### src/rtl/mvu_pkg.sv
// Shared widths, memory request struct and job configuration struct for the MVU array
`default_nettype none

package mvu_pkg;

    localparam int data_w  = 16;  // Data memory word width
    localparam int addr_w  = 8;   // Data memory address width, 256 words
    localparam int len_w   = 6;   // Job length, holds word count minus one
    localparam int acc_w   = 24;  // Accumulator width
    localparam int shift_w = 5;   // Quantizer shift amount width

    // One access request towards the data memory
    typedef struct packed {
        logic              en;     // Request valid
        logic              we;     // 1 write, 0 read
        logic [addr_w-1:0] addr;   // Word address
        logic [data_w-1:0] wdata;  // Write data, ignored on reads
    } mem_req_t;

    // Job configuration, sampled by a unit on its start strobe
    typedef struct packed {
        logic [addr_w-1:0]  ibaseaddr;    // First input word
        logic [addr_w-1:0]  istride;      // Address step between input words
        logic [len_w-1:0]   ilength;      // Input words minus one
        logic [addr_w-1:0]  obaseaddr;    // Result word address
        logic               d_signed;     // Input words are two's complement
        logic [shift_w-1:0] quant_shift;  // Arithmetic right shift of the sum
    } mvu_cfg_t;

endpackage

`default_nettype wire
### src/rtl/data_mem.sv
// Single-port synchronous data memory with one-cycle read latency
`default_nettype none

module data_mem import mvu_pkg::*; (
    input  wire logic              clk,
    input  wire mem_req_t          req,      // Winning request from the arbiter
    output logic      [data_w-1:0] rd_word   // Read data, valid the cycle after the grant
);

    localparam int depth = 2 ** addr_w;  // 256 words

    logic [data_w-1:0] mem [depth];  // Storage, contents undefined after reset

    // One access per cycle: write lands now, read data is registered
    always_ff @(posedge clk) begin
        if (req.en) begin
            if (req.we) begin
                mem[req.addr] <= req.wdata;  // Visible to any later read
            end else begin
                rd_word <= mem[req.addr];    // Held until the next read
            end
        end
    end

endmodule

`default_nettype wire

### config.mk
export PLATFORM = sky130hd
export DESIGN_NAME = data_mem
export DESIGN_NICKNAME = d
export VERILOG_FILES = /design/src/rtl/mvu_pkg.sv /design/src/rtl/data_mem.sv
export SDC_FILE = /design/constraint.sdc
export NUM_CORES = 2
export LEC_CHECK = 0
export BUFFER_PORTS_ARGS = -buffer_cell sky130_fd_sc_hd__buf_2
export CAP_MARGIN = 20
export CORE_MARGIN = 2
export CORE_UTILIZATION = 50
export CTS_CLUSTER_DIAMETER = 60
export DETAILED_ROUTE_END_ITERATION = 8
export GPL_TIMING_DRIVEN = 0
export HOLD_SLACK_MARGIN = 0.12
export PLACE_DENSITY = 0.77
export SLEW_MARGIN = 0
export SYNTH_ARGS = -nofsm -noshare
export SYNTH_HDL_FRONTEND = slang
export SYNTH_SLANG_ARGS = --single-unit
### constraint.sdc
create_clock -name clk -period 3.1 [get_ports clk]
set_clock_uncertainty 0.2 [all_clocks]
set_input_delay 0.155 -clock clk [delete_from_list [all_inputs] [get_ports clk]]
set_output_delay 0.155 -clock clk [all_outputs]
set_load 0.02 [all_outputs]
# ---- Yosys cells after proc, flatten, opt, wreduce, memory -nomap -nowiden
# Memories as Yosys holds them, arrays and structs flattened. A register that Yosys moved wholly into a read port is not among the register bits.
# Cells that the tools add are included.
dict set report word_totals {
  out_inout_bits 16
  ramBits 4096
  elab_cells 6
  latch_bits 0
  in_bits 27
  romBits 0
  regBits 0
  mem_count 1
}
# memory words word_bits read_ports rd_clocked_by_memory_dff write_ports line_no
set memory_table {}
lappend memory_table {mem 256 16 1 1 1 data_mem.sv:12} ;# logic [data_w-1:0] mem [depth];
dict set report op_classes {
  bitwise 1
  order_cmp 0
  n_div 0
  addsub 0
  mul 0
  n_shift 0
  muxes 3
  eq_ne 0
  n_reduce_logical 1
}
# cell n
set op_table {}
lappend op_table {{$mux W1} 3}
lappend op_table {{$reduce_and A2 Y1} 1}
lappend op_table {{$not A1 Y1} 1}

# ---- Logic depth before layout (Yosys ltp)
dict set report logic_depth {
  word_depth 3
  depth_mapped 8
  ltp_nobuf 5
}

# ---- Worst setup path after synthesis
# No wires, ideal clock.
dict set report synth_path {
  kind {in2reg}
  from {input port req[17] in the netlist's numbering}
  to {memory mem[114][0] (enable)}
  setup_slack_ns 0.163
  setup_time_ns 0.388
  stages 7
  t_required_ns 2.512
  n_path_buf 4
  arrival_time_ns 2.349
  path_cell_list {clkbuf_1 -> buf_2 -> buf_2 -> nor3b_1 -> nand2_1 -> clkbuf_1 -> nor2_1}
}
# element line_no
set synth_rtl {}
lappend synth_rtl {{start: declaration} data_mem.sv:6} ;# input wire mem_req_t req,
lappend synth_rtl {{end: declaration} data_mem.sv:12}
# Straight into the memory's write port.

# ---- Worst setup path after layout
dict set report layout_path {
  from {input port req[16] in the netlist's numbering}
  to {memory mem[157][4] (enable)}
}
# Straight into the memory's write port.

==> run metrics <==
status=finished with violations; failing checks=setup timing; total global routing track utilization=0.279; nets=7401; Final min period=3330 ps; DP HPWL=276000 um; Core Rows=204; reg2reg end=rd_word[15]$_DFFE_PP_; Rel. slew slack=0.0875; area grow syn2layout=15.3%; worst vdd ir=0.000489 V; die height=561 um; die outline width=561 um; #FFs+latches synth=4112; Leakage Power=54.5 nW; crit path max-delay cell type=clkbuf_2; CTS Root Cell=clkbuf_16; vias in the first global route=79.1k; Post-Synthesis Cell Area=155000 um^2; worst hold path cell count=4; Synth cell types=20; Clock Latency Late Sink=980 ps; via count=80.3k; clock slew at reported path FFs=60 ps; Synth area leader=edfxtp_1; synthesized area per cell=23.2 um^2; # H-tree levels=5; clock buffer depth=4; synth top area cells=edfxtp_1 80%, mux4_2 15%, a22oi_1 2.5%; CP endpoint kind=flip-flop; antenna-violating nets left=0; Hold WC Path Type=in -> reg; CTS tree=done; fin crit share=1.07; Max-Cap Viols=0; FF-to-FF path depth=6; Setup WS post-layout=-225 ps; CP delay by family, top=buffers and inverters; Core Region=309000 um^2; total length of routed wires=444000 um; top-area cell type share of the netlist area=0.795; number of I/O pins=43; worst-margin pin slew=1370 ps; input/output buffers=40; hold slack=96.4 ps; Max Freq=301 MHz; Setup TNS Final=-28650 ps; critical path buffer and inverter count=7; Cells after Synth=6705; min-delay src=req[22]; clk sinks=4112; Placer Congestion=0.976; Max FO, Critical Path=10; die area=315000 um^2; required time worst endpoint=3530 ps; Routed WL per cell=37.6 um; final slew viol count=0; Starting Density=0.503; final setup fails=376; Worst Path Arrival=3750 ps; reg-to-reg slack, setup=-10 ps; initial antenna violation count=31; end of the worst hold path=mem[179][13]$_DFFE_PP_; Initial DRC Count=14.4k; placed inst area=164000 um^2; Setup CP Type=in -> reg; layout cell share with drive strength beyond 1=0.300; post-synthesis sequential area ratio=0.795; RR Startpoint=mem[107][15]$_DFFE_PP_; Critical Path Start Type=primary input; RSZ-0062 raised after global routing=yes; ordered list of cells on the worst path=buf_4 -> clkbuf_4 -> buf_2 -> nor3b_2 -> nand2_2 -> buf_16 -> clkbuf_2 -> buf_12 -> nor2_2 -> buf_6; Final Hold Vio Count=0; syn_nets=6732; DR pass1 iterations=7; largest net degree at the start of global routing=157; post-route cell area=179000 um^2; first-pass GRT wire length=614000 um; number of vias per cell=6.79; pwr/cell area=645 nW/um^2; yosys warns=0; Num CTS Buffers=395; Residual DRC=0; GRT overflow=0; Max stage delay on crit path=460 ps
[metal layers]
metal	share of wire	vias up	GRT usage	wire length, um
li1	-	30334	-	-
met1	0.32	41663	0.351	144000
met2	0.46	6960	0.424	204000
met3	0.14	1280	0.0906	63300
met4	0.075	18	0.169	33100
met5	0.00024	-	0	106
[cell usage in the layout, fill, tap and decap left out, drive strengths merged, types with 44 or more instances in the layout]
cell type and n:
buf 384, a22oi 512, bufinv 44, a21oi 256
edfxtp 4112, clkinv 168, clkbuf 734, nor2 259
mux4 1024, o41ai 64
[per-stage QoR]
step / power (mW) / util / setup slack, ps / std cells
3_3_place_gp: 67.7 / 0.520 / -4660 / 10865
4_1_cts: 115 / 0.578 / -64.3 / 11795
3_5_place_dp: 67.8 / 0.532 / -2560 / 11058
6_report: 115 / 0.579 / -225 / 11824
5_1_grt: 118 / 0.579 / -171 / 11812
2_1_floorplan: 65.0 / - / 163 / 6705
[layout make-up]
class	count	area, um^2
diodes	16	40.0
plain buffers	402	1910
clock buffers	472	10200
clock inverters	239	2620
fillers	20720	130000
multi-input cells	2181	31600
flip-flops and latches	4112	123000
well taps	4120	5150
repair buffers	282	3900
[worst register-to-register path, stage by stage (launching register included)]
cell and delay, ps:
edfxtp_1 360, mux4_2 480, a22oi_1 290, a21oi_1 180, buf_6 230, o41ai_1 840
nand4_1 260
[repair_timing]
action	4_1_cts	5_1_grt
buffers inserted	3	4
endpoints found under the setup margin	3783	671
resized for setup	247	58
hold buffers	31	0
pin swaps	3	1
endpoints found under the hold margin	3042	0
[cell usage after synthesis]
master    instances
nand3_1           4
or2_2             1
a22oi_1         512
nand4_1          16
and2_1            2
a21oi_1         256
nand2_1          30
buf_2            91
edfxtp_1       4112
o41ai_1          64
nand2b_1          2
nor3b_1           2
nor2b_1           7
clkbuf_1        268
buf_4            11
nor3_1            1
nor2_1          259
buf_1            42
mux4_2         1024
and4_1            1
[flip-flops by register name, indices dropped and copies added (netlist names)]
signal / flops
mem: 4096
rd_word: 16
[worst max-delay path by stage]
| stage | start | endpoint | slack, ps | cells past startpoint |
|---|---|---|---|---|
| finish | req[16] | mem[157][4]$_DFFE_PP_ | -230 | 10 |
| detailed placement | req[17] | rd_word[10]$_DFFE_PP_ | -2560 | 8 |
| CTS | req[16] | mem[148][6]$_DFFE_PP_ | -60 | 9 |
| global placement | req[18] | mem[211][5]$_DFFE_PP_ | -4660 | 7 |
| global route | req[16] | mem[157][2]$_DFFE_PP_ | -170 | 10 |
| floorplan | req[17] | mem[114][0]$_DFFE_PP_ | 160 | 7 |
[logic make-up after synthesis]
logic type / after synthesis / share of synthesized area
compound gates: 832 / 0.0366
buf+inv: 412 / 0.0110
flops: 4112 / 0.795
mux: 1024 / 0.149
simple gates: 325 / 0.00843
[where the power goes]
part           total [mW]  internal, mW  switching [mW]
logic                5.75          1.84            3.91
registers            61.3          61.2          0.0441
clock network        48.4          27.4            21.0
total                 115          90.4            25.0
Note: power is estimated with default switching activity, not from simulation.
