$ cat src/rtl/mvu_pkg.sv
// Shared widths, memory request struct and job configuration struct for the MVU array
`default_nettype none

package mvu_pkg;

    localparam int data_w  = 16;  // Data memory word width
    localparam int addr_w  = 8;   // Data memory address width, 256 words
    localparam int len_w   = 6;   // Job length, holds word count minus one
    localparam int acc_w   = 24;  // Accumulator width
    localparam int shift_w = 5;   // Quantizer shift amount width

    // One access request towards the data memory
    typedef struct packed {
        logic              en;     // Request valid
        logic              we;     // 1 write, 0 read
        logic [addr_w-1:0] addr;   // Word address
        logic [data_w-1:0] wdata;  // Write data, ignored on reads
    } mem_req_t;

    // Job configuration, sampled by a unit on its start strobe
    typedef struct packed {
        logic [addr_w-1:0]  ibaseaddr;    // First input word
        logic [addr_w-1:0]  istride;      // Address step between input words
        logic [len_w-1:0]   ilength;      // Input words minus one
        logic [addr_w-1:0]  obaseaddr;    // Result word address
        logic               d_signed;     // Input words are two's complement
        logic [shift_w-1:0] quant_shift;  // Arithmetic right shift of the sum
    } mvu_cfg_t;

endpackage

`default_nettype wire
$ cat src/rtl/mem_arbiter.sv
// Data memory arbiter: fixed priority for controller ports, round robin for the units
`default_nettype none

module mem_arbiter import mvu_pkg::*; #(
    parameter int n_req = 6  // Controller write, controller read, then the units
) (
    input  wire logic             clk,
    input  wire logic             rst_n,
    input  wire mem_req_t         req [n_req],  // 0 wrc, 1 rdc, 2.. units
    output logic      [n_req-1:0] grant,        // One-hot or zero, same cycle as req
    output mem_req_t              mem_req       // Winner forwarded to the memory
);

    localparam int n_units = n_req - 2;                             // Round-robin requesters
    localparam int ptr_w   = (n_units > 1) ? $clog2(n_units) : 1;  // Pointer width

    logic [ptr_w-1:0] ptr;      // Unit with top priority this cycle
    logic [ptr_w-1:0] win;      // Unit picked by the round robin
    logic             win_vld;  // A unit won this cycle
    logic [n_req-1:0] req_en;   // Request valids as a vector

    always_comb begin
        for (int i = 0; i < n_req; i++) begin
            req_en[i] = req[i].en;
        end
    end

    // Grant decision
    always_comb begin
        int unsigned idx;
        idx     = 0;
        grant   = '0;
        win     = ptr;
        win_vld = 1'b0;
        if (req[0].en) begin
            grant[0] = 1'b1;                              // Controller write first
        end else if (req[1].en) begin
            grant[1] = 1'b1;                              // Then controller read
        end else begin
            // Walk backwards so the unit closest to ptr is picked last and wins
            for (int k = n_units - 1; k >= 0; k--) begin
                idx = ptr + k;
                if (idx >= n_units) begin
                    idx = idx - n_units;                  // Wrap around the unit ring
                end
                if (req[idx+2].en) begin
                    win     = idx[ptr_w-1:0];
                    win_vld = 1'b1;
                end
            end
            if (win_vld) begin
                grant[win+2] = 1'b1;
            end
        end
    end

    // Forward the granted request, idle request otherwise
    always_comb begin
        mem_req = '0;
        for (int i = 0; i < n_req; i++) begin
            if (grant[i]) begin
                mem_req = req[i];
            end
        end
    end

    // Pointer moves to the unit after the last granted one
    always_ff @(posedge clk) begin
        if (!rst_n) begin
            ptr <= '0;
        end else if (win_vld) begin
            ptr <= (win == ptr_w'(n_units - 1)) ? '0 : win + 1'b1;
        end
    end

    a_grant_onehot: assert property (@(posedge clk) disable iff (!rst_n)
        $onehot0(grant));
    a_grant_active: assert property (@(posedge clk) disable iff (!rst_n)
        (grant & ~req_en) == '0);

endmodule

`default_nettype wire

$ cat config.mk
export PLATFORM = sky130hd
export DESIGN_NAME = mem_arbiter
export DESIGN_NICKNAME = d
export VERILOG_FILES = /design/src/rtl/mvu_pkg.sv /design/src/rtl/mem_arbiter.sv
export SDC_FILE = /design/constraint.sdc
export NUM_CORES = 1
export LEC_CHECK = 0
export BUFFER_PORTS_ARGS = -buffer_cell sky130_fd_sc_hd__buf_2
export CAP_MARGIN = 40
export CORE_MARGIN = 8
export CORE_UTILIZATION = 35
export CTS_BUF_LIST = sky130_fd_sc_hd__clkbuf_2 sky130_fd_sc_hd__clkbuf_4 sky130_fd_sc_hd__clkbuf_8
export DETAILED_ROUTE_END_ITERATION = 6
export PLACE_DENSITY = 0.87
export SETUP_SLACK_MARGIN = 0.4
export SLEW_MARGIN = 20
export SYNTH_ARGS = -nofsm -noshare
export SYNTH_HDL_FRONTEND = slang
export SYNTH_SLANG_ARGS = --single-unit
$ cat constraint.sdc
create_clock -name clk -period 3.5 [get_ports clk]
set_clock_uncertainty 0.15 [all_clocks]
set_input_delay 0.175 -clock clk [delete_from_list [all_inputs] [get_ports clk]]
set_output_delay 0.175 -clock clk [all_outputs]
set_load 0.01 [all_outputs]
Word-level counts from Yosys, hierarchy flattened
Index checks and enable logic that the tools add are counted.
{"block": "totals", "reg_bits": 2, "output_inout_bits": 32, "in_bits": 158, "elab_cells": 85}
{"block": "op_classes", "eq_ne": 1, "n_mux": 55, "n_lt_le_gt_ge": 10, "reduce_logical": 1, "bitwise_logic": 4, "n_addsub": 13}
{"cell": "32-bit 2-to-1 mux", "count": 12}
{"cell": "26-bit 2-to-1 mux", "count": 14}
{"cell": "26-bit binary-select mux with 3-bit select", "count": 4}
{"cell": "33-bit by 4-bit >= comparator with 1-bit output, second input constant", "count": 4}
{"cell": "32-bit NOT with 33-bit output", "count": 4}
{"cell": "32-bit by 2-bit adder with 32-bit output, second input constant", "count": 4}
{"cell": "2-bit 2-to-1 mux", "count": 9}
{"cell": "1-bit 2-to-1 mux", "count": 12}
{"cell": "3-bit by 3-bit subtractor with 4-bit output, second input constant", "count": 3}
{"cell": "2-bit by 2-bit adder with 3-bit output, second input constant", "count": 3}
{"cell": "3-bit >= comparator, second input constant", "count": 3}
{"cell": "6-bit 2-to-1 mux", "count": 1}
{"cell": "5-bit 2-to-1 mux", "count": 1}
{"cell": "3-bit by 4-bit less-than comparator with 1-bit output, second input constant", "count": 1}
{"cell": "4-bit 2-to-1 mux", "count": 1}
{"cell": "2-bit by 3-bit subtractor with 4-bit output, second input constant", "count": 1}
{"cell": "2-bit by 1-bit adder with 3-bit output, second input constant", "count": 1}
{"cell": "1-bit demux with 3-bit select", "count": 1}
{"cell": "2-bit by 3-bit >= comparator with 1-bit output, second input constant", "count": 1}
{"cell": "3-bit by 1-bit >= comparator with 1-bit output, second input constant", "count": 1}
{"cell": "2-bit by 1-bit adder with 2-bit output, second input constant", "count": 1}
{"cell": "2-bit == test, second input constant", "count": 1}
{"cell": "1-bit logical AND", "count": 1}

Longest topological paths before layout
{"block": "depth", "ltp_word": 30, "depth_mapped": 12, "ltp_nobuf": 9}

Least setup slack after synthesis
No wires, ideal clock.
{"block": "synth_timing", "path_kind": "reg2out", "start": "register ptr[0]", "end": "output mem_req[13] (netlist bit)", "stages_incl_launch_ff": 13, "n_path_buf": 3, "t_required_ns": 3.175, "setup_slack_ns": 0.511, "arrival_time_ns": 2.664, "path_cell_list": "dfxtp_1 > buf_6 > inv_1 > ha_1 > inv_1 > o31ai_1 > a21oi_1 > o21ai_0 > buf_2 > buf_2 > mux2i_1 > nor3_1 > or3_1"}
{"item": "start, declared", "line_no": "mem_arbiter.sv:17", "source": "logic [ptr_w-1:0] ptr;"}
{"item": "start signal, assigned", "line_no": "mem_arbiter.sv:72", "source": "ptr <= (win == ptr_w'(n_units - 1)) ? '0 : win + 1'b1;"}
{"item": "end, declared", "line_no": "mem_arbiter.sv:11", "source": "output mem_req_t mem_req"}

==> flow_summary.json <==
{
  "synth_compound_area_share_pct": 20.1,
  "antenna_found_initial": 0,
  "cts_buffers": 3,
  "worstSetupStartpointType": "flop",
  "cts_hold_buf": 0,
  "slowest_delay_ns": 0.39,
  "syn-instance-count": 230,
  "clkSlewWorstSetupHoldPaths_ns": 0.03,
  "antenna_cells": 0,
  "worst_ep_arrival_time_ns": 2.74,
  "grt_pass1_vias": 2846,
  "crit_path_end": "mem_req[9]",
  "synth_warnings": 0,
  "synthXorXnorAreaFrac_pct": 1.93,
  "slew_headroom_pct": 69.4,
  "grt_use_total_pct": 21.6,
  "num_vias": 2681,
  "htree_levels": 1,
  "hold_viol": 0,
  "areaGrowthSynthToFinish_pct": 83.0,
  "period_minus_slack_ns": 3.07,
  "synth-seq-cells": 2,
  "nNetsFinal": 586,
  "fmax_ghz": 0.326,
  "critPathMaxFanout": 14,
  "yosys.area_share.simple_pct": 31.4,
  "gp_routability_congestion": 0.917,
  "setup_viol": 0,
  "die_w_um": 85.4,
  "synth_area_leader_cell": "mux2i_1",
  "drt_iter0_drc": 75,
  "rows": 25,
  "crit_path_start": "ptr[0]",
  "cts.sinks": 2,
  "grt_first_pass_wirelength_um": 13100,
  "rr_worst_depth": 11,
  "die_y_um": 85.4,
  "ys_types": 32,
  "avgSynthCellArea_um2": 7.32,
  "pin_count": 190,
  "rr_startpoint": "ptr[0]",
  "hold_depth": 3,
  "post-route-period-util_pct": 87.6,
  "overflow": 0,
  "finalPower_mw": 0.970,
  "synth-adder-area-share_pct": 0.743,
  "dr.pass1.iters": 4,
  "dp_hpwl_um": 6650,
  "cap_violations": 0,
  "grt_max_degree": 34,
  "largest_reg_flops": 2,
  "cts_buffer_depth": 2,
  "holdCritPathClass": "in2reg",
  "synth_top_family_by_area": "multiplexers",
  "cts_tree": "yes",
  "viasPerCell": 5.60,
  "rsz0062_at_grt": "false",
  "initial_utilization_pct": 35.9,
  "status": "finished clean",
  "reg_top3": "ptr x2",
  "slowest_stage": "mux2_2",
  "synth.area.mux_share_pct": 34.4,
  "finalMaxSlewViolations": 0,
  "ir_worst_vdd_mv": 0.139,
  "syn_nets": 389,
  "netlist_area_um2": 1680,
  "power.leakage_nw": 1.79,
  "endpoint_kind": "output port",
  "crit_required_ns": 3.17,
  "io_buffers": 189,
  "max_slew.worst_pin.slew_ns": 0.452,
  "synth_top_cell_area_share_pct": 31.5,
  "crit_chain": "buf_6, mux2_2, o22ai_1, nand3_1, o21ai_4, buf_12, clkbuf_16, mux2i_1, nor3_1, or3_1, buf_2",
  "post_drt_wl_per_cell_um": 18.7,
  "power_density_nw_per_um2": 315,
  "drive_gt1_share_pct": 56.2,
  "detail-route-antenna-nets": 0,
  "route.detailed.drc": 0,
  "cts-root-buf": "clkbuf_8",
  "synth_area_leaders": "mux2i_1, nor3_1, a22o_1",
  "core_area_um2": 4690,
  "timing.rr.end": "ptr[1]",
  "yosysSeqAreaShare_pct": 2.38,
  "die_area_um2": 7290,
  "clock_latency_ns": 0.21,
  "routed_wl_um": 8940,
  "timing.setup.tns_ns": 0,
  "r2r_slack_ns": 0.79,
  "largest-register": "ptr",
  "path_class": "reg2out"
}
[cell usage in the layout (no fill, tap or decap), types with 2 or more instances in the layout]
master     netlist  final
a21oi_1          3      3
a22o_1          25     25
buf_12           0      8
buf_2            5    189
buf_4            5     15
clkbuf_16        0      4
clkbuf_8         0      3
inv_1            5      4
mux2_2           3      2
mux2_4           1      2
mux2i_1         53     52
nand2_1          3      2
nand3_1          3      3
nor2_1           2      2
nor3_1          54     54
nor3b_1          2      2
o21ai_0          5      4
o22ai_1          2      2
or3_1           27     27
xnor2_4          0      2
[cell families (layout without fill, tap and decap cells)]
kind of cell | Yosys count | count (layout)
xor+xnor | 2 | 2
mux | 57 | 57
compound gates | 42 | 42
buf+inv | 30 | 225
flops | 2 | 2
fa+ha+maj | 1 | 1
simple gates | 96 | 96
[worst min-delay path by stage]
stage | endpoint | startpoint
6_report | ptr[1] | rst_n
4_1_cts | ptr[1] | rst_n
3_5_place_dp | ptr[1] | rst_n
5_1_grt | ptr[1] | rst_n
2_1_floorplan | ptr[0] | rst_n
3_3_place_gp | ptr[1] | rst_n
[synthesized netlist by cell type]
| library cell | number |
|---|---|
| buf_6 | 2 |
| ha_1 | 1 |
| clkbuf_1 | 13 |
| a22o_1 | 25 |
| nor3b_1 | 2 |
| o31ai_1 | 1 |
| dfxtp_1 | 2 |
| xnor2_2 | 2 |
| o22ai_1 | 2 |
| a21oi_1 | 3 |
| buf_2 | 5 |
| nand2_1 | 3 |
| or4b_1 | 1 |
| nand3_1 | 3 |
| a31oi_1 | 1 |
| a21oi_2 | 1 |
| a22oi_4 | 1 |
| nor2b_1 | 2 |
| inv_1 | 5 |
| o21bai_1 | 1 |
| mux2_2 | 3 |
| nor3_1 | 54 |
| o311ai_1 | 1 |
| or3_1 | 27 |
| or4_1 | 1 |
| and4b_1 | 1 |
| mux2_4 | 1 |
| mux2i_1 | 53 |
| buf_4 | 5 |
| o211ai_1 | 1 |
| o21ai_0 | 5 |
| nor2_1 | 2 |
[routing by layer]
metal	vias to the layer above	track usage [%]	part of all wire (%)
li1	1282	-	-
met1	1262	21.8	38
met2	119	41.6	53
met3	18	6.47	7.0
met4	0	5.73	2.2
met5	-	0	0
[report_power, final]
group	switching, mW	internal (mW)
Sequential	0.00271	0.0264
Combinational	0.395	0.455
Clock	0.0180	0.0727
Total	0.415	0.554
[worst max-delay path: cells and delay by family (launching register included)]
kind | cells | cell delay [ns]
buffers and inverters | 4 | 0.63
multiplexers | 2 | 0.62
AND/OR/NAND/NOR | 3 | 0.61
flip-flops | 1 | 0.33
AO/OA/AOI/OAI | 2 | 0.33
[through the flow]
step	cells	hold slack [ns]	area [um^2]	utilization, %	setup slack [ns]
3_3_place_gp	456	0.301	2680	57.1	0.383
2_1_floorplan	230	0.161	1680	-	0.511
3_5_place_dp	456	0.306	2680	57.1	0.227
5_1_grt	479	0.103	3080	65.7	0.339
4_1_cts	470	0.0892	2870	61.2	0.385
6_report	479	0.0991	3080	65.7	0.433
[layout make-up]
| type | count | area, um^2 |
|---|---|---|
| clock buffer | 3 | 41.3 |
| fill | 374 | 1610 |
| inverter | 5 | 18.8 |
| multi-input combinational | 198 | 1580 |
| sequential | 2 | 45.0 |
| tap | 54 | 67.6 |
| timing repair buffer | 217 | 1330 |
[what timing repair did]
item                       CTS  global route
setup endpoints to repair   25            25
setup buffers               11             5
gates resized for setup     12            11
pin swaps                    3             7
gates cloned                 0             4
Note: power is estimated with default switching activity, not from simulation.
