$ cat src/rtl/mvu_pkg.sv
// Shared widths, memory request struct and job configuration struct for the MVU array
`default_nettype none

package mvu_pkg;

    localparam int data_w  = 16;  // Data memory word width
    localparam int addr_w  = 8;   // Data memory address width, 256 words
    localparam int len_w   = 6;   // Job length, holds word count minus one
    localparam int acc_w   = 24;  // Accumulator width
    localparam int shift_w = 5;   // Quantizer shift amount width

    // One access request towards the data memory
    typedef struct packed {
        logic              en;     // Request valid
        logic              we;     // 1 write, 0 read
        logic [addr_w-1:0] addr;   // Word address
        logic [data_w-1:0] wdata;  // Write data, ignored on reads
    } mem_req_t;

    // Job configuration, sampled by a unit on its start strobe
    typedef struct packed {
        logic [addr_w-1:0]  ibaseaddr;    // First input word
        logic [addr_w-1:0]  istride;      // Address step between input words
        logic [len_w-1:0]   ilength;      // Input words minus one
        logic [addr_w-1:0]  obaseaddr;    // Result word address
        logic               d_signed;     // Input words are two's complement
        logic [shift_w-1:0] quant_shift;  // Arithmetic right shift of the sum
    } mvu_cfg_t;

endpackage

`default_nettype wire
$ cat src/rtl/mvu_unit.sv
// MVU unit: configuration latch, job FSM, accumulator and result write-back
`default_nettype none

module mvu_unit import mvu_pkg::*; (
    input  wire logic              clk,
    input  wire logic              rst_n,
    input  wire logic              start,    // Job start strobe
    input  wire mvu_cfg_t          cfg,      // Sampled on start
    output mem_req_t               req,      // Request to the arbiter
    input  wire logic              grant,    // Request accepted this cycle
    input  wire logic [data_w-1:0] rd_word,  // Broadcast read data
    output logic                   done,     // Level, high from job end to next start
    output logic                   irq       // One-cycle pulse at job end
);

    typedef enum logic [1:0] {
        st_idle,   // No job
        st_read,   // Issuing input reads
        st_drain,  // Last read data in flight
        st_write   // Requesting the result write
    } state_t;

    state_t                   state;
    mvu_cfg_t                 cfg_q;     // Latched job configuration
    mvu_cfg_t                 agu_cfg;   // Live cfg on the start edge, latched otherwise
    logic                     rd_pend;   // rd_word belongs to this unit
    logic signed [acc_w-1:0]  acc;       // Running sum of input words
    logic signed [acc_w-1:0]  acc_sh;    // Quantized sum
    logic        [acc_w-1:0]  ext_word;  // Returned word widened to acc_w
    logic        [addr_w-1:0] rd_addr;
    logic                     rd_last;
    logic                     rd_step;

    assign agu_cfg = start ? cfg : cfg_q;
    assign rd_step = (state == st_read) && grant;

    mvu_agu u_agu (
        .clk   (clk),
        .rst_n (rst_n),
        .load  (start),
        .step  (rd_step),
        .cfg   (agu_cfg),
        .addr  (rd_addr),
        .last  (rd_last)
    );

    // Sign or zero extension as configured
    assign ext_word = cfg_q.d_signed ? {{(acc_w-data_w){rd_word[data_w-1]}}, rd_word}
                                     : {{(acc_w-data_w){1'b0}}, rd_word};
    assign acc_sh   = acc >>> cfg_q.quant_shift;  // Arithmetic, keeps the sign

    // Memory request, held stable until granted
    always_comb begin
        req       = '0;
        req.en    = (state == st_read) || (state == st_write);
        req.we    = (state == st_write);
        req.addr  = (state == st_write) ? cfg_q.obaseaddr : rd_addr;
        req.wdata = acc_sh[data_w-1:0];  // Low word of the scaled sum
    end

    always_ff @(posedge clk) begin
        cfg_q <= start ? cfg : cfg_q;    // Payload, no reset
        if (start) begin
            acc <= '0;
        end else if (rd_pend) begin
            acc <= acc + ext_word;       // One word per returned read
        end
    end

    // Job sequencer
    always_ff @(posedge clk) begin
        if (!rst_n) begin
            state   <= st_idle;
            rd_pend <= 1'b0;
            done    <= 1'b0;
            irq     <= 1'b0;
        end else begin
            rd_pend <= rd_step;          // Data returns one cycle after the grant
            irq     <= 1'b0;
            case (state)
                st_idle: begin
                    if (start) begin
                        state <= st_read;
                        done  <= 1'b0;   // Falls the cycle after the new start
                    end
                end
                st_read: begin
                    if (grant && rd_last) begin
                        state <= st_drain;
                    end
                end
                st_drain: state <= st_write;  // Last word lands in acc this cycle
                st_write: begin
                    if (grant) begin
                        state <= st_idle;
                        done  <= 1'b1;
                        irq   <= 1'b1;
                    end
                end
                default: state <= st_idle;
            endcase
        end
    end

    // Controller must wait for done before restarting a unit
    a_start_idle: assert property (@(posedge clk) disable iff (!rst_n)
        start |-> state == st_idle);

endmodule

`default_nettype wire

$ cat src/rtl/mvu_agu.sv
// Input address generator stepping base address, stride and remaining word count
`default_nettype none

module mvu_agu import mvu_pkg::*; (
    input  wire logic              clk,
    input  wire logic              rst_n,
    input  wire logic              load,   // Start of job
    input  wire logic              step,   // Current address was granted
    input  wire mvu_cfg_t          cfg,
    output logic      [addr_w-1:0] addr,   // Address of the next input word
    output logic                   last    // Current address is the final one
);

    logic [len_w-1:0] cnt;  // Words left after the current one

    always_ff @(posedge clk) begin
        if (!rst_n) begin
            addr <= '0;
            cnt  <= '0;
        end else if (load) begin
            addr <= cfg.ibaseaddr;
            cnt  <= cfg.ilength;          // Length already holds count minus one
        end else if (step) begin
            addr <= addr + cfg.istride;   // Wraps modulo memory depth
            if (!last) begin
                cnt <= cnt - 1'b1;        // Hold at zero once the walk is over
            end
        end
    end

    assign last = (cnt == '0);

endmodule

`default_nettype wire

$ cat config.mk
export PLATFORM = sky130hd
export DESIGN_NAME = mvu_unit
export DESIGN_NICKNAME = d
export VERILOG_FILES = /design/src/rtl/mvu_pkg.sv /design/src/rtl/mvu_unit.sv /design/src/rtl/mvu_agu.sv
export SDC_FILE = /design/constraint.sdc
export NUM_CORES = 1
export LEC_CHECK = 0
export ABC_AREA = 0
export BUFFER_PORTS_ARGS = -buffer_cell sky130_fd_sc_hd__buf_2
export CORE_MARGIN = 5
export CORE_UTILIZATION = 32
export CTS_CLUSTER_SIZE = 8
export DETAILED_ROUTE_END_ITERATION = 10
export PLACE_DENSITY = 0.61
export SYNTH_ARGS = -nofsm -noshare
export SYNTH_HDL_FRONTEND = slang
export SYNTH_SLANG_ARGS = --single-unit
export TNS_END_PERCENT = 5
$ cat constraint.sdc
create_clock -name clk -period 9.8 [get_ports clk]
set_clock_uncertainty 0.05 [all_clocks]
set_input_delay 1.96 -clock clk [delete_from_list [all_inputs] [get_ports clk]]
set_output_delay 1.96 -clock clk [all_outputs]
set_load 0.01 [all_outputs]
Yosys cells after proc, flatten, opt, wreduce, memory -nomap -nowiden. Index checks and enable logic that the tools add are counted.

Mux-type cells: 16. Equality and inequality tests: 7. Order comparisons: 0. $add $sub $neg: 3. Reductions and logical operators: 11. Shifts and indexed selects: 1. Div/mod/pow operators: 0. $mul: 0. Bitwise operators: 0.

Operators with widths (number): 36-bit two-way mux (1); 24-bit adder (1); 24-bit two-way mux (1); 8-bit two-way mux (3); 24-bit by 5-bit >>> shifter with 16-bit output (1); 6-bit two-way mux (3); 8-bit adder (1); 2-bit case mux with 4 select lines (1); 6-bit zero test (1); 2-bit two-way mux (3); 3-bit AND reduction (2); 6-bit by 1-bit subtractor with 6-bit output, second input constant (1); 2-bit == test, second input constant (2); 2-bit by 1-bit != test with 1-bit output, second input constant (2); 2-bit != test, second input constant (2); 2-bit AND reduction (2); 2-bit nonzero test (2); 1-bit two-way mux (3); 2-bit by 1-bit == test with 1-bit output, second input constant (1); 1-bit logical AND (2); 2-bit zero test (1); 1-bit case mux with 2 select lines (1); 1-bit logical OR (1).

Logic and storage cells: 51. Bits of input ports: 56. Memory bits (writable): 0. Output and inout port bits: 28. Bits in read-only memories: 0. Bits in latches: 0. Memories: 0. Bits in registers: 79.

Longest topological paths before layout. Gate-level depths: netlist (run 1).

Depth after elaboration: 4. Mapped depth: 14. Mapped depth without buffers: 12.

Hierarchy. Synthesis (run 1) repeated with hierarchy kept, for this count alone.

Cells, all modules: 636. Area total of the unflattened synthesis: 5625.4 µm².

Modules (own cells, without submodules): mvu_unit (instances 1, area an instance 4605.7 µm², cells each 515, sequential area each 1301.2 µm²); mvu_agu (instances 1, area an instance 1019.7 µm², cells each 121, sequential area each 280.3 µm²).

Least setup slack after synthesis (run 1). Ideal clock, no wire load.

Path type: input -> register. Start point: input start. End point: register u_agu.addr[7]. Setup slack: 5.030 ns. Path buffers: 2. Data required time: 9.676 ns. Stages: 13. Setup time: 0.074 ns. Data arrival time: 4.646 ns. Cells stage by stage: clkbuf_1 clkbuf_1 mux2i_1 inv_1 ha_1 a21o_1 a21oi_1 o21bai_1 a2111oi_0 nor3_1 xnor2_1 or3_1 a31oi_1.

RTL lines: start: declaration (line mvu_unit.sv:7) `input wire logic start,`; end signal: assignment (line mvu_agu.sv:21) `addr <= cfg.ibaseaddr;`; end signal: assignment (line mvu_agu.sv:24) `addr <= addr + cfg.istride;`; end: declaration (line mvu_agu.sv:10) `output logic [addr_w-1:0] addr,`.

==> flow_summary.ini, run 1 <==
[run_status]
status = finished clean

[logic_synthesis]
syn_area_per_cell_um2 = 8.25
post_synth_inst_count = 620
number_of_warnings_printed_during_yosys_synthesis = 0
asyncSetResetFlopFracSynth_pct = 0
syn-num-nets = 707
ys_dominant_reg_cell = dfxtp_1
post_synth_instance_area_um2 = 5110
synth_edf_count = 14
yosys.area.top_type_share_pct = 20.0
synth.yosys.seq_area_share_pct = 28.2
netlist_top_cells_area = dfxtp_1 20%, edfxtp_1 8.2%, mux2i_1 7.4%
synth_seq_cells = 65
yosysTopAreaCell = dfxtp_1
synth_cell_types = 69

[die]
coreArea_um2 = 15800
placement_rows = 46
die_height_um = 136
die_x_um = 136
io_pins = 84
initial_core_util_pct = 32.4
die-area_um2 = 18600

[worst_setup_path]
critical_path_required_ps = 7790
critical_path.startpoint_type = flop
timing.critical_path.fanout_max = 22
worst_ep_arrival_time_ps = 2980
timing.critical_path.slowest_cell_delay_ps = 850
timing_worst_setup_path_type = reg -> out
critical-path-top-delay-family = flip-flops
end_kind = output pin
critPathSlowestCell = edfxtp_1
path_cells = clkinv_1 > o21ai_0 > a21oi_1 > mux4_2 > buf_2
critPathBufInv = 2

[detailed_routing]
route.detailed.vias_per_inst = 5.08
wl_mm = 12.8
remaining_drc_errors = 0
detail_route.first_pass.iterations = 5
drtIter0Drc = 239
drt.antenna.violating_nets = 0
dr_total_vias = 4552
avgRoutedWirePerCell_um = 14.3

[grt]
grt_util_all_layers_pct = 13.7
initial_antenna_violation_count = 2
grt_first_pass_wirelength_mm = 20.7
grt.overflow.total = 0
number_of_global_route_vias_before_repair = 4253
grt_max_degree = 75

[finish]
layout.area.seq_um2 = 1440
combined_area_of_the_multi_input_logic_cells_um2 = 3440
design.final.nets = 762
fill_cells = 1666
fin_area_um2 = 5940
final_util_pct = 37.6
share_of_post_route_cells_with_drive_strength_above_1_pct = 21.0
final_cells = 896
ant_diodes = 0
flow.area_growth_from_synthesis_pct = 16.1

[placement]
dpl_cell_area_um2 = 5650
place.gp.congestion = 0.900
number_of_buffer_cells_added_on_primary_ports = 83
detailedPlacementHpwl_mm = 9.57
dpl.cell_count = 880

[cts]
holdBufCountCts = 0
cts.clk_slew.worst_paths_ps = 60
root_buffer = clkbuf_16
cts-htree-levels = 3
cts_repair_resize_count = 0
postCtsSetupRepairBufs = 0
cts_tree = done
max-clock-path-buffers = 2
cts_made_buffers = 9
clock_insertion_delay_at_the_later_pin_of_the_skew_report_ps = 330
cts_sinks = 65

[timing]
maximum_frequency_from_static_timing_analysis_mhz = 201
grt_setup_unrepaired = no
timing.final.crit_period_ps = 4990
final.hold.worst_slack_ps = 428
final_min_period_over_clock_period_pct = 50.9
final_max_slew_viol_count = 0
setup_tns_ps = 0
setup_viols_final = 0
final_count_of_hold_timing_violations = 0
worst-slew-pin-transition_ps = 809
worst_slew_margin_rel_pct = 46.1

[power]
power.leakage_nw = 2.56
ir_worst_vdd_v = 0.0000981
power.density_cell_area_nw_per_um2 = 158

[flow_run]
drv_cap = 0

[min_path]
min_delay_path_class = reg -> reg
## flip-flops by register name (all words and copies together) (netlist names)
name and count:
acc 24, irq 1, done 1, state 2
u_agu.cnt 6, u_agu.addr 8, rd_pend 1, cfg_q 22
## cell usage in the layout (no fill, tap or decap), types with 2 or more instances in the layout
cell | Yosys | routed
a31o_2 | 2 | 2
xor2_1 | 8 | 8
o21a_1 | 5 | 5
edfxtp_1 | 14 | 14
a21o_1 | 9 | 9
buf_4 | 1 | 3
nor4_1 | 3 | 3
clkbuf_16 | 0 | 9
xnor2_1 | 18 | 18
and2_1 | 18 | 18
o22ai_1 | 2 | 2
nand2_1 | 76 | 76
nor2b_1 | 8 | 8
or2_2 | 2 | 2
nor3_1 | 11 | 11
mux2i_1 | 38 | 38
nand4_1 | 3 | 3
nor2_1 | 59 | 59
clkbuf_1 | 26 | 2
dfxtp_1 | 51 | 51
buf_2 | 7 | 83
o211ai_1 | 11 | 11
o21ai_1 | 2 | 2
a21oi_1 | 47 | 47
or3_1 | 3 | 3
and3_1 | 5 | 5
mux2_2 | 23 | 23
nand2b_1 | 2 | 2
a31oi_1 | 3 | 3
inv_1 | 13 | 13
o21ai_0 | 50 | 50
nand3_1 | 8 | 8
o31ai_1 | 5 | 5
a211oi_1 | 9 | 9
ha_1 | 29 | 29
mux4_2 | 6 | 6
clkinv_1 | 3 | 4
fa_1 | 2 | 2
## power breakdown
| group | switching, W | internal (W) |
|---|---|---|
| registers | 0.0000313 | 0.000300 |
| clock network | 0.000120 | 0.000197 |
| logic | 0.000161 | 0.000131 |
| total | 0.000312 | 0.000628 |
## cells in the mapped netlist, types with 9 or more instances
| cell type | count |
|---|---|
| nor2_1 | 59 |
| nand2_1 | 76 |
| xnor2_1 | 18 |
| a21oi_1 | 47 |
| dfxtp_1 | 51 |
| nor3_1 | 11 |
| and2_1 | 18 |
| o21ai_0 | 50 |
| mux2i_1 | 38 |
| clkbuf_1 | 26 |
| a21o_1 | 9 |
| inv_1 | 13 |
| mux2_2 | 23 |
| ha_1 | 29 |
| edfxtp_1 | 14 |
| o211ai_1 | 11 |
| a211oi_1 | 9 |
## worst paths after layout
check / slack, ps / cells after the start / from / end
setup / recovery: 4810 / 5 / cfg_q[0] / req[2]
hold / removal: 430 / 1 / cfg_q[22] / cfg_q[22]
setup reg to reg: 6960 / 10 / acc[0] / acc[22]
hold reg to reg: 430 / 1 / cfg_q[22] / cfg_q[22]
## area by class of cell
cell class	count	area share, %
clock buffers	11	3.92
clock inverters	5	0.927
inverters	16	1.01
multi-input cells	497	57.9
flip-flops and latches	65	24.3
well taps	216	4.55
repair buffers	86	7.38
## metal layers
| layer | share of wire (%) | global-route usage [%] |
|---|---|---|
| met2 | 46 | 22.8 |
| met4 | 1.3 | 3.42 |
| met1 | 46 | 17.8 |
| met3 | 5.8 | 3.44 |
| met5 | 0.20 | 0 |
## through the flow
stage,total power [W],setup slack (ps)
detailed placement,0.000629,4430
CTS,0.000951,4770
global placement,0.000626,4640
global route,0.00100,4400
floorplan,0.000552,5030
finish,0.000940,4810
## cells by family after synthesis
family	synth area share, %
AOI/OAI and AO/OA	21.2
xor gates and xnor gates	4.45
adders and majority gates	8.08
buffers and inverters	4.55
DFF	28.2
muxes	15.4
and+or+nand+nor	18.2
## worst register-to-register path, cell delays in order (launching register included)
cell      delay, ps
dfxtp_1         320
ha_1            200
fa_1            440
a211oi_2        260
o21ai_1         140
and2_4          170
o21a_4          230
a31oi_4         220
mux2i_1         200
o311ai_1        150
mux2_1          330
Note: power is estimated with default switching activity, not from simulation.
==> run 2: changes to the inputs <==
- clock period: 9.8 -> 5.15 ns (I/O delays scaled with it)
==> run 2 against run 1 <==
Die area stayed put. Core utilization up 0.29 points. Power rose by 97%. Count of clock-buffer cells in the layout shrank 2. Design area is 0.78% higher. Clock power grew 110%. Setup slack lost 3700 ps. Critical path depth did not move. Hold slack improved by 1.8 ps. Flip-flop and latch count unchanged. First-iteration DRC count fell by 16%. Non-clock buffer count rose by 1. Critical path type unchanged. Critical endpoint unchanged. Largest cell class unchanged. Largest power group is now the clock network.
==> flow_summary.ini, run 2 (synthesized netlist as in run 1, its figures left out) <==
[run_status]
status = finished clean

[grt]
grt_util_all_layers_pct = 13.8
number_of_global_route_vias_before_repair = 4322
grt_max_degree = 44
initial_antenna_violation_count = 1
grt.overflow.total = 0
grt_first_pass_wirelength_mm = 20.9

[timing]
worst-slew-pin-transition_ps = 824
setup_tns_ps = 0
grt_setup_unrepaired = no
timing.final.crit_period_ps = 4080
worst_slew_margin_rel_pct = 45.1
maximum_frequency_from_static_timing_analysis_mhz = 245
final_min_period_over_clock_period_pct = 79.2
final_count_of_hold_timing_violations = 0
final_max_slew_viol_count = 0
worst_slack_ps = 1070
setup_viols_final = 0

[worst_setup_path]
critical_path.startpoint_type = flop
timing_worst_setup_path_type = reg -> out
end_kind = output pin
critical_path_required_ps = 4070
ff2ff_path_depth = 10
worst_ep_arrival_time_ps = 3000
timing.critical_path.slowest_cell_delay_ps = 890
timing.critical_path.fanout_max = 22
path_cells = clkinv_1 > o21ai_0 > a21oi_1 > mux4_2 > buf_2
critPathSlowestCell = edfxtp_1

[detailed_routing]
drtIter0Drc = 200
drt.antenna.violating_nets = 0
avgRoutedWirePerCell_um = 14.2
top_layer = met5
detail_route.first_pass.iterations = 4
remaining_drc_errors = 0
met3_wirelength_um = 737
route.detailed.vias_per_inst = 5.00
wl_met1_mm = 6.04
dr_total_vias = 4486
wl_mm = 12.7
wl_met2_mm = 5.84

[finish]
mostFrequentLayoutCell = buf_2
ant_diodes = 0
design.final.nets = 763
flow.area_growth_from_synthesis_pct = 17.0
highest_count_cells_in_the_layout_ignoring_fill_and_taps = 83 x buf_2, 76 x nand2_1, 59 x nor2_1, 51 x dfxtp_1, 50 x o21ai_0
largest-register = acc
biggestRegsByFlops = acc x24, cfg_q x22, u_agu.addr x8
largest_register_ff_count = 24
layout.area.seq_um2 = 1440
final_util_pct = 37.9
fill_cells = 1682
combined_area_of_the_multi_input_logic_cells_um2 = 3440
final_cells = 897
share_of_post_route_cells_with_drive_strength_above_1_pct = 21.6

[cts]
root_buffer = clkbuf_16
cts_tree = done
cts-htree-levels = 3
postCtsSetupRepairBufs = 0
cts_made_buffers = 9
holdBufCountCts = 0
cts_sinks = 65
max-clock-path-buffers = 2
cts_repair_resize_count = 0
cts.clk_slew.worst_paths_ps = 60
clock_insertion_delay_at_the_later_pin_of_the_skew_report_ps = 330

[min_path]
hold_depth = 1
min_delay_path_class = reg -> reg

[placement]
detailedPlacementHpwl_mm = 9.76
place.gp.congestion = 0.875
number_of_buffer_cells_added_on_primary_ports = 83
preCtsSetupSlack_ps = 1200
dpl.cell_count = 881

[die]
io_pins = 84
die_x_um = 136
placement_rows = 46
die-area_um2 = 18600
coreArea_um2 = 15800
initial_core_util_pct = 32.4
die_height_um = 136

[power]
power.density_cell_area_nw_per_um2 = 310
ir_worst_vdd_v = 0.000190
power.leakage_nw = 2.58
finalPower_w = 0.00185

[flow_run]
drv_cap = 0
[run 2: power breakdown]
| group | switching [W] | internal, W |
|---|---|---|
| logic | 0.000306 | 0.000249 |
| clock network | 0.000240 | 0.000429 |
| registers | 0.0000601 | 0.000571 |
| total | 0.000605 | 0.00125 |
[run 2: path summary, 6_finish.rpt]
kind                                  end  slack, ps      start
worst max-delay path               req[2]       1070   cfg_q[0]
worst min-delay path            cfg_q[20]        430  cfg_q[20]
worst max register to register    acc[20]       2310     acc[0]
worst min register to register  cfg_q[20]        430  cfg_q[20]
[run 2: area by class of cell]
cell class / count / share of cell area, %
Multi-Input combinational cell: 497 / 57.5
Sequential cell: 65 / 24.1
Timing Repair Buffer: 87 / 7.45
Tap cell: 216 / 4.52
Clock buffer: 9 / 3.76
Clock inverter: 7 / 1.69
Inverter: 16 / 1.00
[run 2: worst max-delay path, delay by kind of cell, from the launching register on]
kind | cells | cell delay, ps
multiplexers | 1 | 490
buffers and inverters | 2 | 780
flip-flops | 1 | 890
AO/OA/AOI/OAI | 2 | 500
[run 2: layer usage]
metal  global-route usage [%]  up-vias
li1                         -     2339
met1                     18.4     2033
met2                     22.5       99
met3                     4.26       13
met4                     2.18        2
met5                        0        -
[run 2: through the flow]
stage          area (um2)  hold slack (ps)
5_1_grt              5980              440
4_1_cts              5980              433
2_1_floorplan        5110              405
3_3_place_gp         5660              412
6_report             5980              430
3_5_place_dp         5660              418
